==> src/logic/rvv_mask_defs.svh <==
`ifndef RVV_MASK_DEFS_SVH
`define RVV_MASK_DEFS_SVH

// vector register geometry
`define VLEN              64
`define VLENB             8

`define VL_WIDTH          7
`define VSTART_WIDTH      6
`define UOP_INDEX_WIDTH   3
`define ROB_DEPTH_WIDTH   4

// popcount of a full register reaches VLEN
`define CPOP_WIDTH        7
`define IOTA_WIDTH        6

`endif
==> src/logic/rvv_mask_pkg.sv <==
`default_nettype none

`include "rvv_mask_defs.svh"

package rvv_mask_pkg;

  typedef enum logic [3:0] {
    OP_MANDN,
    OP_MAND,
    OP_MOR,
    OP_MXOR,
    OP_MORN,
    OP_MNAND,
    OP_MNOR,
    OP_MXNOR,
    OP_CPOP,
    OP_FIRST,
    OP_MSBF,
    OP_MSIF,
    OP_MSOF,
    OP_IOTA,
    OP_ID
  } mask_op_e;

  // destination element width for viota and vid
  typedef enum logic [1:0] {
    EEW8,
    EEW16,
    EEW32
  } eew_e;

endpackage

`default_nettype wire

==> src/logic/rvv_mask_operand_if.sv <==
`timescale 1ns/1ps
`default_nettype none

`include "rvv_mask_defs.svh"

interface rvv_mask_operand_if import rvv_mask_pkg::*; ();

  logic [`VLEN-1:0] src1;
  logic [`VLEN-1:0] src2;
  logic [`VLEN-1:0] iota_src;
  // positions that keep the old vd value
  logic [`VLEN-1:0] keep_vd;
  logic             fire;

  modport prep (
    output src1, src2, iota_src, keep_vd, fire
  );

  modport compute (
    input src1, src2, iota_src
  );

  modport wb (
    input keep_vd, fire
  );

endinterface

`default_nettype wire

==> src/logic/rvv_mask_unit.sv <==
`timescale 1ns/1ps
`default_nettype none

`include "rvv_mask_defs.svh"

module rvv_mask_unit import rvv_mask_pkg::*; (
  input  logic                          clk,
  input  logic                          rst_n,
  input  logic                          uop_valid,
  input  mask_op_e                      op,
  input  eew_e                          eew,
  input  logic [`ROB_DEPTH_WIDTH-1:0]   rob_entry,
  input  logic [`VL_WIDTH-1:0]          vl,
  input  logic [`VSTART_WIDTH-1:0]      vstart,
  input  logic                          vm,
  input  logic [`UOP_INDEX_WIDTH-1:0]   uop_index,
  input  logic [`VLEN-1:0]              vs1_data,
  input  logic                          vs1_valid,
  input  logic [`VLEN-1:0]              vs2_data,
  input  logic                          vs2_valid,
  input  logic [`VLEN-1:0]              vd_data,
  input  logic                          vd_valid,
  input  logic [`VLEN-1:0]              v0_data,
  input  logic                          v0_valid,
  output logic                          result_valid,
  output logic [`ROB_DEPTH_WIDTH-1:0]   result_rob_entry,
  output logic [`VLEN-1:0]              result_data
);

  logic [`VLEN-1:0]       and_res;
  logic [`VLEN-1:0]       andn_res;
  logic [`VLEN-1:0]       or_res;
  logic [`VLEN-1:0]       xor_res;
  logic [`VLEN-1:0]       orn_res;
  logic [`VLEN-1:0]       nand_res;
  logic [`VLEN-1:0]       nor_res;
  logic [`VLEN-1:0]       xnor_res;
  logic [`VLEN-1:0]       msbf_res;
  logic [`VLEN-1:0]       msif_res;
  logic [`VLEN-1:0]       msof_res;
  logic [`VLEN-1:0]       first_res;
  logic [`CPOP_WIDTH-1:0] cpop_res;
  logic [`VLEN-1:0]       iota_res;
  logic [`VLEN-1:0]       id_res;

  rvv_mask_operand_if opnd_if ();

  rvv_mask_src_prep src_prep_i (
    .op        (op),
    .vl        (vl),
    .vstart    (vstart),
    .vm        (vm),
    .uop_valid (uop_valid),
    .vs1_data  (vs1_data),
    .vs1_valid (vs1_valid),
    .vs2_data  (vs2_data),
    .vs2_valid (vs2_valid),
    .vd_valid  (vd_valid),
    .v0_data   (v0_data),
    .v0_valid  (v0_valid),
    .opnd      (opnd_if.prep)
  );

  rvv_mask_logic_ops logic_ops_i (
    .opnd     (opnd_if.compute),
    .and_res  (and_res),
    .andn_res (andn_res),
    .or_res   (or_res),
    .xor_res  (xor_res),
    .orn_res  (orn_res),
    .nand_res (nand_res),
    .nor_res  (nor_res),
    .xnor_res (xnor_res)
  );

  rvv_mask_scan_ops scan_ops_i (
    .opnd      (opnd_if.compute),
    .msbf_res  (msbf_res),
    .msif_res  (msif_res),
    .msof_res  (msof_res),
    .first_res (first_res),
    .cpop_res  (cpop_res)
  );

  rvv_mask_iota_id iota_id_i (
    .opnd      (opnd_if.compute),
    .eew       (eew),
    .uop_index (uop_index),
    .iota_res  (iota_res),
    .id_res    (id_res)
  );

  rvv_mask_writeback writeback_i (
    .clk              (clk),
    .rst_n            (rst_n),
    .op               (op),
    .rob_entry        (rob_entry),
    .vd_data          (vd_data),
    .opnd             (opnd_if.wb),
    .and_res          (and_res),
    .andn_res         (andn_res),
    .or_res           (or_res),
    .xor_res          (xor_res),
    .orn_res          (orn_res),
    .nand_res         (nand_res),
    .nor_res          (nor_res),
    .xnor_res         (xnor_res),
    .msbf_res         (msbf_res),
    .msif_res         (msif_res),
    .msof_res         (msof_res),
    .first_res        (first_res),
    .cpop_res         (cpop_res),
    .iota_res         (iota_res),
    .id_res           (id_res),
    .result_valid     (result_valid),
    .result_rob_entry (result_rob_entry),
    .result_data      (result_data)
  );

endmodule

`default_nettype wire

==> src/logic/rvv_mask_writeback.sv <==
`timescale 1ns/1ps
`default_nettype none

`include "rvv_mask_defs.svh"

module rvv_mask_writeback import rvv_mask_pkg::*; (
  input  logic                          clk,
  input  logic                          rst_n,
  input  mask_op_e                      op,
  input  logic [`ROB_DEPTH_WIDTH-1:0]   rob_entry,
  input  logic [`VLEN-1:0]              vd_data,
  rvv_mask_operand_if.wb                opnd,
  input  logic [`VLEN-1:0]              and_res,
  input  logic [`VLEN-1:0]              andn_res,
  input  logic [`VLEN-1:0]              or_res,
  input  logic [`VLEN-1:0]              xor_res,
  input  logic [`VLEN-1:0]              orn_res,
  input  logic [`VLEN-1:0]              nand_res,
  input  logic [`VLEN-1:0]              nor_res,
  input  logic [`VLEN-1:0]              xnor_res,
  input  logic [`VLEN-1:0]              msbf_res,
  input  logic [`VLEN-1:0]              msif_res,
  input  logic [`VLEN-1:0]              msof_res,
  input  logic [`VLEN-1:0]              first_res,
  input  logic [`CPOP_WIDTH-1:0]        cpop_res,
  input  logic [`VLEN-1:0]              iota_res,
  input  logic [`VLEN-1:0]              id_res,
  output logic                          result_valid,
  output logic [`ROB_DEPTH_WIDTH-1:0]   result_rob_entry,
  output logic [`VLEN-1:0]              result_data
);

  logic [`VLEN-1:0] sel_res;
  logic [`VLEN-1:0] merged;

  always_comb begin
    case (op)
      OP_MANDN: sel_res = andn_res;
      OP_MAND:  sel_res = and_res;
      OP_MOR:   sel_res = or_res;
      OP_MXOR:  sel_res = xor_res;
      OP_MORN:  sel_res = orn_res;
      OP_MNAND: sel_res = nand_res;
      OP_MNOR:  sel_res = nor_res;
      OP_MXNOR: sel_res = xnor_res;
      OP_CPOP:  sel_res = `VLEN'(cpop_res);
      OP_FIRST: sel_res = first_res;
      OP_MSBF:  sel_res = msbf_res;
      OP_MSIF:  sel_res = msif_res;
      OP_MSOF:  sel_res = msof_res;
      OP_IOTA:  sel_res = iota_res;
      OP_ID:    sel_res = id_res;
      default:  sel_res = '0;
    endcase
  end

  // old vd where keep_vd is set
  assign merged = (sel_res & ~opnd.keep_vd) | (vd_data & opnd.keep_vd);

  always_ff @(posedge clk or negedge rst_n) begin
    if (!rst_n) begin
      result_valid     <= 1'b0;
      result_rob_entry <= '0;
      result_data      <= '0;
    end else begin
      result_valid <= opnd.fire;
      if (opnd.fire) begin
        result_rob_entry <= rob_entry;
        result_data      <= merged;
      end
    end
  end

endmodule

`default_nettype wire

==> src/logic/rvv_mask_iota_id.sv <==
`timescale 1ns/1ps
`default_nettype none

`include "rvv_mask_defs.svh"

module rvv_mask_iota_id import rvv_mask_pkg::*; (
  rvv_mask_operand_if.compute           opnd,
  input  eew_e                          eew,
  input  logic [`UOP_INDEX_WIDTH-1:0]   uop_index,
  output logic [`VLEN-1:0]              iota_res,
  output logic [`VLEN-1:0]              id_res
);

  // exclusive count of set bits below each position within its byte
  logic [`VLEN-1:0][3:0]              in_byte;
  logic [`VLENB-1:0][3:0]             byte_tot;
  logic [`VLENB-1:0][`IOTA_WIDTH-1:0] byte_base;
  logic [`VLEN-1:0][`IOTA_WIDTH-1:0]  prefix;
  logic [`IOTA_WIDTH-1:0]             idx;

  always_comb begin
    for (int j = 0; j < `VLENB; j++) begin
      byte_tot[j] = '0;
      for (int b = 0; b < 8; b++) begin
        in_byte[8*j+b] = byte_tot[j];
        byte_tot[j]    = byte_tot[j] + 4'(opnd.iota_src[8*j+b]);
      end
    end
  end

  // carry from the preceding bytes
  always_comb begin
    byte_base[0] = '0;
    for (int j = 1; j < `VLENB; j++) begin
      byte_base[j] = byte_base[j-1] + `IOTA_WIDTH'(byte_tot[j-1]);
    end
  end

  always_comb begin
    for (int i = 0; i < `VLEN; i++) begin
      prefix[i] = byte_base[i/8] + `IOTA_WIDTH'(in_byte[i]);
    end
  end

  // element k of this uop is element uop_index*count + k of the group
  always_comb begin
    iota_res = '0;
    id_res   = '0;
    idx      = '0;
    case (eew)
      EEW8: begin
        for (int k = 0; k < `VLENB; k++) begin
          idx               = `IOTA_WIDTH'(uop_index * `VLENB + k);
          iota_res[8*k +: 8] = 8'(prefix[idx]);
          id_res[8*k +: 8]   = 8'(idx);
        end
      end
      EEW16: begin
        for (int k = 0; k < `VLENB/2; k++) begin
          idx                 = `IOTA_WIDTH'(uop_index * (`VLENB/2) + k);
          iota_res[16*k +: 16] = 16'(prefix[idx]);
          id_res[16*k +: 16]   = 16'(idx);
        end
      end
      EEW32: begin
        for (int k = 0; k < `VLENB/4; k++) begin
          idx                 = `IOTA_WIDTH'(uop_index * (`VLENB/4) + k);
          iota_res[32*k +: 32] = 32'(prefix[idx]);
          id_res[32*k +: 32]   = 32'(idx);
        end
      end
      default: begin
        iota_res = '0;
        id_res   = '0;
      end
    endcase
  end

endmodule

`default_nettype wire

==> src/logic/rvv_mask_scan_ops.sv <==
`timescale 1ns/1ps
`default_nettype none

`include "rvv_mask_defs.svh"

module rvv_mask_scan_ops (
  rvv_mask_operand_if.compute      opnd,
  output logic [`VLEN-1:0]         msbf_res,
  output logic [`VLEN-1:0]         msif_res,
  output logic [`VLEN-1:0]         msof_res,
  output logic [`VLEN-1:0]         first_res,
  output logic [`CPOP_WIDTH-1:0]   cpop_res
);

  logic [`VLEN-1:0]          first1;
  logic                      src_zero;
  logic [`VLEN/16-1:0][4:0]  grp_cnt;

  // lowest set bit as a one-hot vector
  assign first1   = opnd.src2 & (~opnd.src2 + 1'b1);
  assign src_zero = opnd.src2 == '0;

  assign msof_res = src_zero ? {`VLEN{1'b1}} : first1;
  assign msbf_res = src_zero ? {`VLEN{1'b1}} : (first1 - 1'b1);
  assign msif_res = src_zero ? {`VLEN{1'b1}} : ((first1 - 1'b1) | first1);

  // one-hot to index
  always_comb begin
    first_res = '0;
    if (src_zero) begin
      first_res = {`VLEN{1'b1}};
    end else begin
      for (int i = 0; i < `VLEN; i++) begin
        if (first1[i]) begin
          first_res = `VLEN'(i);
        end
      end
    end
  end

  // popcount per 16-bit group, then sum the groups
  always_comb begin
    for (int g = 0; g < `VLEN/16; g++) begin
      grp_cnt[g] = '0;
      for (int b = 0; b < 16; b++) begin
        grp_cnt[g] = grp_cnt[g] + 5'(opnd.src2[16*g+b]);
      end
    end
  end

  always_comb begin
    cpop_res = '0;
    for (int g = 0; g < `VLEN/16; g++) begin
      cpop_res = cpop_res + `CPOP_WIDTH'(grp_cnt[g]);
    end
  end

endmodule

`default_nettype wire

==> src/logic/rvv_mask_logic_ops.sv <==
`timescale 1ns/1ps
`default_nettype none

`include "rvv_mask_defs.svh"

module rvv_mask_logic_ops (
  rvv_mask_operand_if.compute  opnd,
  output logic [`VLEN-1:0]     and_res,
  output logic [`VLEN-1:0]     andn_res,
  output logic [`VLEN-1:0]     or_res,
  output logic [`VLEN-1:0]     xor_res,
  output logic [`VLEN-1:0]     orn_res,
  output logic [`VLEN-1:0]     nand_res,
  output logic [`VLEN-1:0]     nor_res,
  output logic [`VLEN-1:0]     xnor_res
);

  // every vs2 op vs1 result computed each cycle
  assign and_res  = opnd.src2 & opnd.src1;
  assign andn_res = opnd.src2 & ~opnd.src1;
  assign or_res   = opnd.src2 | opnd.src1;
  assign xor_res  = opnd.src2 ^ opnd.src1;
  assign orn_res  = opnd.src2 | ~opnd.src1;

  assign nand_res = ~(opnd.src2 & opnd.src1);
  assign nor_res  = ~(opnd.src2 | opnd.src1);
  assign xnor_res = ~(opnd.src2 ^ opnd.src1);

endmodule

`default_nettype wire

==> src/logic/rvv_mask_src_prep.sv <==
`timescale 1ns/1ps
`default_nettype none

`include "rvv_mask_defs.svh"

module rvv_mask_src_prep import rvv_mask_pkg::*; (
  input  mask_op_e                   op,
  input  logic [`VL_WIDTH-1:0]       vl,
  input  logic [`VSTART_WIDTH-1:0]   vstart,
  input  logic                       vm,
  input  logic                       uop_valid,
  input  logic [`VLEN-1:0]           vs1_data,
  input  logic                       vs1_valid,
  input  logic [`VLEN-1:0]           vs2_data,
  input  logic                       vs2_valid,
  input  logic                       vd_valid,
  input  logic [`VLEN-1:0]           v0_data,
  input  logic                       v0_valid,
  rvv_mask_operand_if.prep           opnd
);

  logic [`VLEN-1:0] tail_mask;
  logic [`VLEN-1:0] below_vstart;
  logic [`VLEN-1:0] v0_mask;
  logic             ready;

  always_comb begin
    for (int i = 0; i < `VLEN; i++) begin
      tail_mask[i]    = i < vl;
      below_vstart[i] = i < vstart;
    end
  end

  // unmasked ops see all ones here
  assign v0_mask = vm ? {`VLEN{1'b1}} : v0_data;

  always_comb begin
    opnd.src1     = '0;
    opnd.src2     = '0;
    opnd.iota_src = '0;
    opnd.keep_vd  = '0;
    ready         = 1'b0;

    case (op)
      OP_MANDN, OP_MAND, OP_MOR, OP_MXOR,
      OP_MORN, OP_MNAND, OP_MNOR, OP_MXNOR: begin
        opnd.src1    = vs1_data;
        opnd.src2    = vs2_data;
        opnd.keep_vd = below_vstart;
        ready        = vs1_valid & vs2_valid & vd_valid & vm;
      end
      OP_CPOP, OP_FIRST: begin
        opnd.src2 = vs2_data & tail_mask & v0_mask;
        ready     = vs2_valid & (vm | v0_valid);
      end
      OP_MSBF, OP_MSIF, OP_MSOF: begin
        opnd.src2    = vs2_data & tail_mask & v0_mask;
        // inactive body elements keep vd
        opnd.keep_vd = vm ? '0 : (tail_mask & ~v0_data);
        ready        = vs2_valid & (vm | (vd_valid & v0_valid));
      end
      OP_IOTA: begin
        opnd.iota_src = vs2_data & v0_mask;
        ready         = vs2_valid & (vm | v0_valid);
      end
      OP_ID: begin
        ready = 1'b1;
      end
      default: begin
        ready = 1'b0;
      end
    endcase

    opnd.fire = uop_valid & ready;
  end

endmodule

`default_nettype wire

==> config.mk <==
export PLATFORM = sky130hd
export DESIGN_NAME = rvv_mask_unit
export DESIGN_NICKNAME = d
export VERILOG_FILES = /design/src/logic/rvv_mask_pkg.sv /design/src/logic/rvv_mask_operand_if.sv /design/src/logic/rvv_mask_unit.sv /design/src/logic/rvv_mask_writeback.sv /design/src/logic/rvv_mask_iota_id.sv /design/src/logic/rvv_mask_scan_ops.sv /design/src/logic/rvv_mask_logic_ops.sv /design/src/logic/rvv_mask_src_prep.sv
export VERILOG_INCLUDE_DIRS = /design/src /design/src/logic
export SDC_FILE = /design/constraint.sdc
export NUM_CORES = 2
export LEC_CHECK = 0
export BUFFER_PORTS_ARGS = -buffer_cell sky130_fd_sc_hd__buf_4
export CORE_MARGIN = 3
export CORE_UTILIZATION = 68
export CTS_CLUSTER_SIZE = 8
export DETAILED_ROUTE_END_ITERATION = 10
export PLACE_DENSITY = 0.9
export SLEW_MARGIN = 40
export SYNTH_ARGS = -nofsm -noshare
export SYNTH_HDL_FRONTEND = slang
export SYNTH_SLANG_ARGS = --single-unit
==> constraint.sdc <==
create_clock -name clk -period 1.79 [get_ports clk]
set_input_delay 0.358 -clock clk [delete_from_list [all_inputs] [get_ports clk]]
set_output_delay 0.358 -clock clk [all_outputs]
set_load 0.05 [all_outputs]
==> metrics, run 1 <==
yosys warns=0; top-count cell post-synth=ha_1; ys async rst share=between 90% and 100%; Ports=359; #FFs+latches synth=69; Failed at=detailed placement (3_5_place_dp); Yosys top cell area share=22.48%; register area share after synthesis=4.923%; synth top area cells=ha_1 (22%), fa_1 (6.3%), xnor2_1 (6.2%); Port Buffers=358; Mean Syn Cell Area=roughly 7.5 µm²; die height=233.1 µm; gpl congestion=roughly 1.5; synth unique cells=98; syn nets=~5700; outcome=did not finish; Cell Area, Synth=35070 µm²; stop err=[ERROR DPL-0038] Utilization greater than 100%, impossible to legalize; commonest cells in the synthesized netlist=ha_1 (630), nand2_1 (400), nor2_1 (397); Mapped Cells=4652; Post-synth EDFFs=0; Top FF cell, synth=dfrtp_1; initial cell density of the core=between 60% and 70%; biggest area consumer among synthesized cells=ha_1; Die Wd=approximately 230 µm; Std-Cell Rows=82
==> per-stage QoR <==
step	TNS, ps	worst slack (ps)
after global placement	-412370	-7839
after floorplan	-416470	-8413
==> logic make-up after synthesis <==
| family | count (synthesis) | share of synthesized area [%] |
|---|---|---|
| multiplexers | 135 | 6.086 |
| buffers and inverters | 562 | 6.286 |
| flip-flops | 69 | 4.923 |
| adder cells (fa/ha/maj) | 741 | 28.81 |
| XOR/XNOR | 373 | 9.479 |
| AND/OR/NAND/NOR | 1416 | 19.34 |
| AO/OA/AOI/OAI | 1356 | 25.07 |
==> run 2, diff against run 1 <==
--- a/config.mk
+++ b/config.mk
@@ -8,10 +8,9 @@
 export LEC_CHECK = 0
 export BUFFER_PORTS_ARGS = -buffer_cell sky130_fd_sc_hd__buf_4
 export CORE_MARGIN = 3
-export CORE_UTILIZATION = 68
-export CTS_CLUSTER_SIZE = 8
+export CORE_UTILIZATION = 40
 export DETAILED_ROUTE_END_ITERATION = 10
-export PLACE_DENSITY = 0.9
+export PLACE_DENSITY_LB_ADDON = 0.15
 export SLEW_MARGIN = 40
 export SYNTH_ARGS = -nofsm -noshare
 export SYNTH_HDL_FRONTEND = slang
==> run 2 against run 1 <==
The flow now finishes, with violations (negative setup slack). Synthesized cell count is the same. Area after synthesis unchanged.
==> metrics, run 2 <==
first-pass GRT wire length=364.7 mm; Ports=between 300 and 400; grt total ovfl=0; biggest area consumer among synthesized cells=ha_1; Layout area overhead=65.91%; Num Clock Sinks=69; fin crit share=510.1%; clock slew at reported path FFs=70 ps; Worst Slack Setup Final=-7340 ps; Clock Skew=0 ps; synth unique cells=98; register bank with the most flops=writeback_i.result_data; slowest stage delay, CP=690 ps; Yosys top cell area share=22.48%; Tmin final=between 9000 and 10000 ps; DR vias=about 50000; Reg-to-Reg End=writeback_i.result_data[5]; Worst-Margin Slew=909.2 ps; Lkg Pwr=28.97 nW; CP Launch Type=primary input; Die Wd=about 300 µm; Root Driver=clkbuf_16; Core Area=86080 µm²; # DRC=0; yosys warns=0; Final Util=67.60%; flop-to-flop setup slack=740 ps; required time worst endpoint=2030 ps; Std-Cell Rows=107; gpl congestion=1.196; crit path from=op[1]; PwrDens=636.5 nW/µm²; RSZ-0062 raised after global routing=true; Final Max Tran Viols=0; Longest Clk Path Bufs=2; commonest cells after routing, fill and taps aside=buf_4 (2249), ha_1 (559), nand2_1 (385); Mapped Cells=4652; syn nets=5683; outcome=finished, violations left; Worst VDD drop=0.002454 V; full die area=91270 µm²; Vias per Instance=about 6.5; routed wire length=267.0 mm; H-tree Lvls=3; Final setup viols=69; largest net degree at the start of global routing=63; Final Hold Vio Count=0; antenna-violating nets left=0; slew margin rel.=38.82%; register area share after synthesis=4.923%; WHS Path Cells=3; top-count cell post-synth=ha_1; HP Class=primary input to flip-flop; routed len/inst=33.65 µm; Post-synth EDFFs=0; drt pass-1 iters=7; pre-CTS setup slack=-8192 ps; die height=302.1 µm; kind of critical path=primary input to flip-flop; #FFs+latches synth=69; commonest cells in the synthesized netlist=ha_1 (630), nand2_1 (400), nor2_1 (397); Power, Total=37.04 mW; initial drt markers=approximately 7700; CP max stage cell=fa_2; CTS tree=done; Port Buffers=about 360; FILL cells=7285; CTS Buf Count=9; max FFs per register=64; Critical path destination=writeback_i.result_data[61]; share of cells above drive strength 1=43.73%; fmax=around 110 MHz; vias in the first global route=50140; Post-Layout Cell Count=approximately 8000; initial antenna violation count=25; Max Cap Viol=0; initial cell density of the core=40.74%; Mean Syn Cell Area=roughly 7.5 µm²; worst r2r src=writeback_i.result_data[5]; worst skew pair latency=350 ps; Worst setup EP type=flip-flop; Cell Area, Synth=35070 µm²; failing checks=negative setup slack; commonest non-fill, non-tap cell in the layout=buf_4; Worst Reg-to-Reg Cells=5; Top FF cell, synth=dfrtp_1; Worst Path Arrival=9370 ps; total global-route track usage=56.17%; synth top area cells=ha_1 (22%), fa_1 (6.3%), xnor2_1 (6.2%); hold slack=a little under 200 ps; CP Max Fanout=8; dpl hpwl=~220 mm; Nets=just under 8000; Inst Count DP=7766; ys async rst share=100.0%; biggest regs=writeback_i.result_data (64), writeback_i.result_rob_entry (4), writeback_i.result_valid (1)
## run 2: cell counts after synthesis
Identical to the previous run, type by type.
## run 2: final cells by class
| class | count | area [µm²] | area share, % |
|---|---|---|---|
| sequential | 69 | 1727 | 2.967 |
| antenna | 9 | 22.52 | 0.03870 |
| clock buffer | 10 | 239.0 | 0.4107 |
| tap | 1144 | 1431 | 2.460 |
| inverter | 277 | 1072 | 1.843 |
| clock inverter | 5 | 37.54 | 0.06451 |
| multi-input combinational | 4021 | 34340 | 59.02 |
| timing repair buffer | 2401 | 19320 | 33.19 |
## run 2: cells by family (layout without fill, tap and decap cells)
logic type      count (synthesis)  count (layout)  synth area share, %
flops                          69              69                4.923
mux                           135             135                6.086
fa+ha+maj                     741             741                28.81
simple gates                 1416            1416                19.34
buf+inv                       562            2693                6.286
xor+xnor                      373             373                9.479
other cells                     0               9                    0
compound gates               1356            1356                25.07
## run 2: timing repair
| action | in CTS | in global routing |
|---|---|---|
| pin swaps | 258 | 156 |
| hold buffers | 1 | 0 |
| resized for setup | 483 | 130 |
| endpoints found under the hold margin | 22 | 0 |
| cloned | 8 | 0 |
| setup buffers | 119 | 39 |
| setup endpoints to repair | 69 | 69 |
## run 2: worst max-delay path, delay by kind of cell
kind	cells	cell delay, ps
AOI/OAI and AO/OA	6	1090
xor gates and xnor gates	2	420
adders and majority gates	14	5490
buffers and inverters	6	780
muxes	1	270
and+or+nand+nor	6	950
## run 2: worst min path at each step
stage	start	endpoint	slack [ps]
after floorplan	rst_n	writeback_i.result_data[0]	60
after global placement	rst_n	writeback_i.result_data[47]	310
after detailed placement	rst_n	writeback_i.result_data[47]	320
after CTS	rob_entry[2]	writeback_i.result_rob_entry[2]	200
after global routing	rob_entry[2]	writeback_i.result_rob_entry[2]	200
final	rob_entry[2]	writeback_i.result_rob_entry[2]	200
## run 2: through the flow
stage | TNS [ps] | area [µm²]
finish | -374270 | 58190
global route | -381070 | 58170
CTS | -366960 | 57280
detailed placement | -435000 | 53620
global placement | -425970 | 53560
floorplan | -416470 | 35940
## run 2: layer usage
metal	up-vias	global-route usage (%)	part of all wire, %
met5	-	0.05291	0.048
met4	18	54.43	13
met3	1501	20.00	14
met2	4380	81.81	40
met1	24240	62.96	34
li1	21270	-	-
## run 2: power by group
part / internal [mW] / switching, mW
logic: 14.6 / 18.1
registers: 2.00 / 0.524
clock network: 0.973 / 0.823
total: 17.6 / 19.5
No activity file was read; power rests on OpenSTA's default activity.
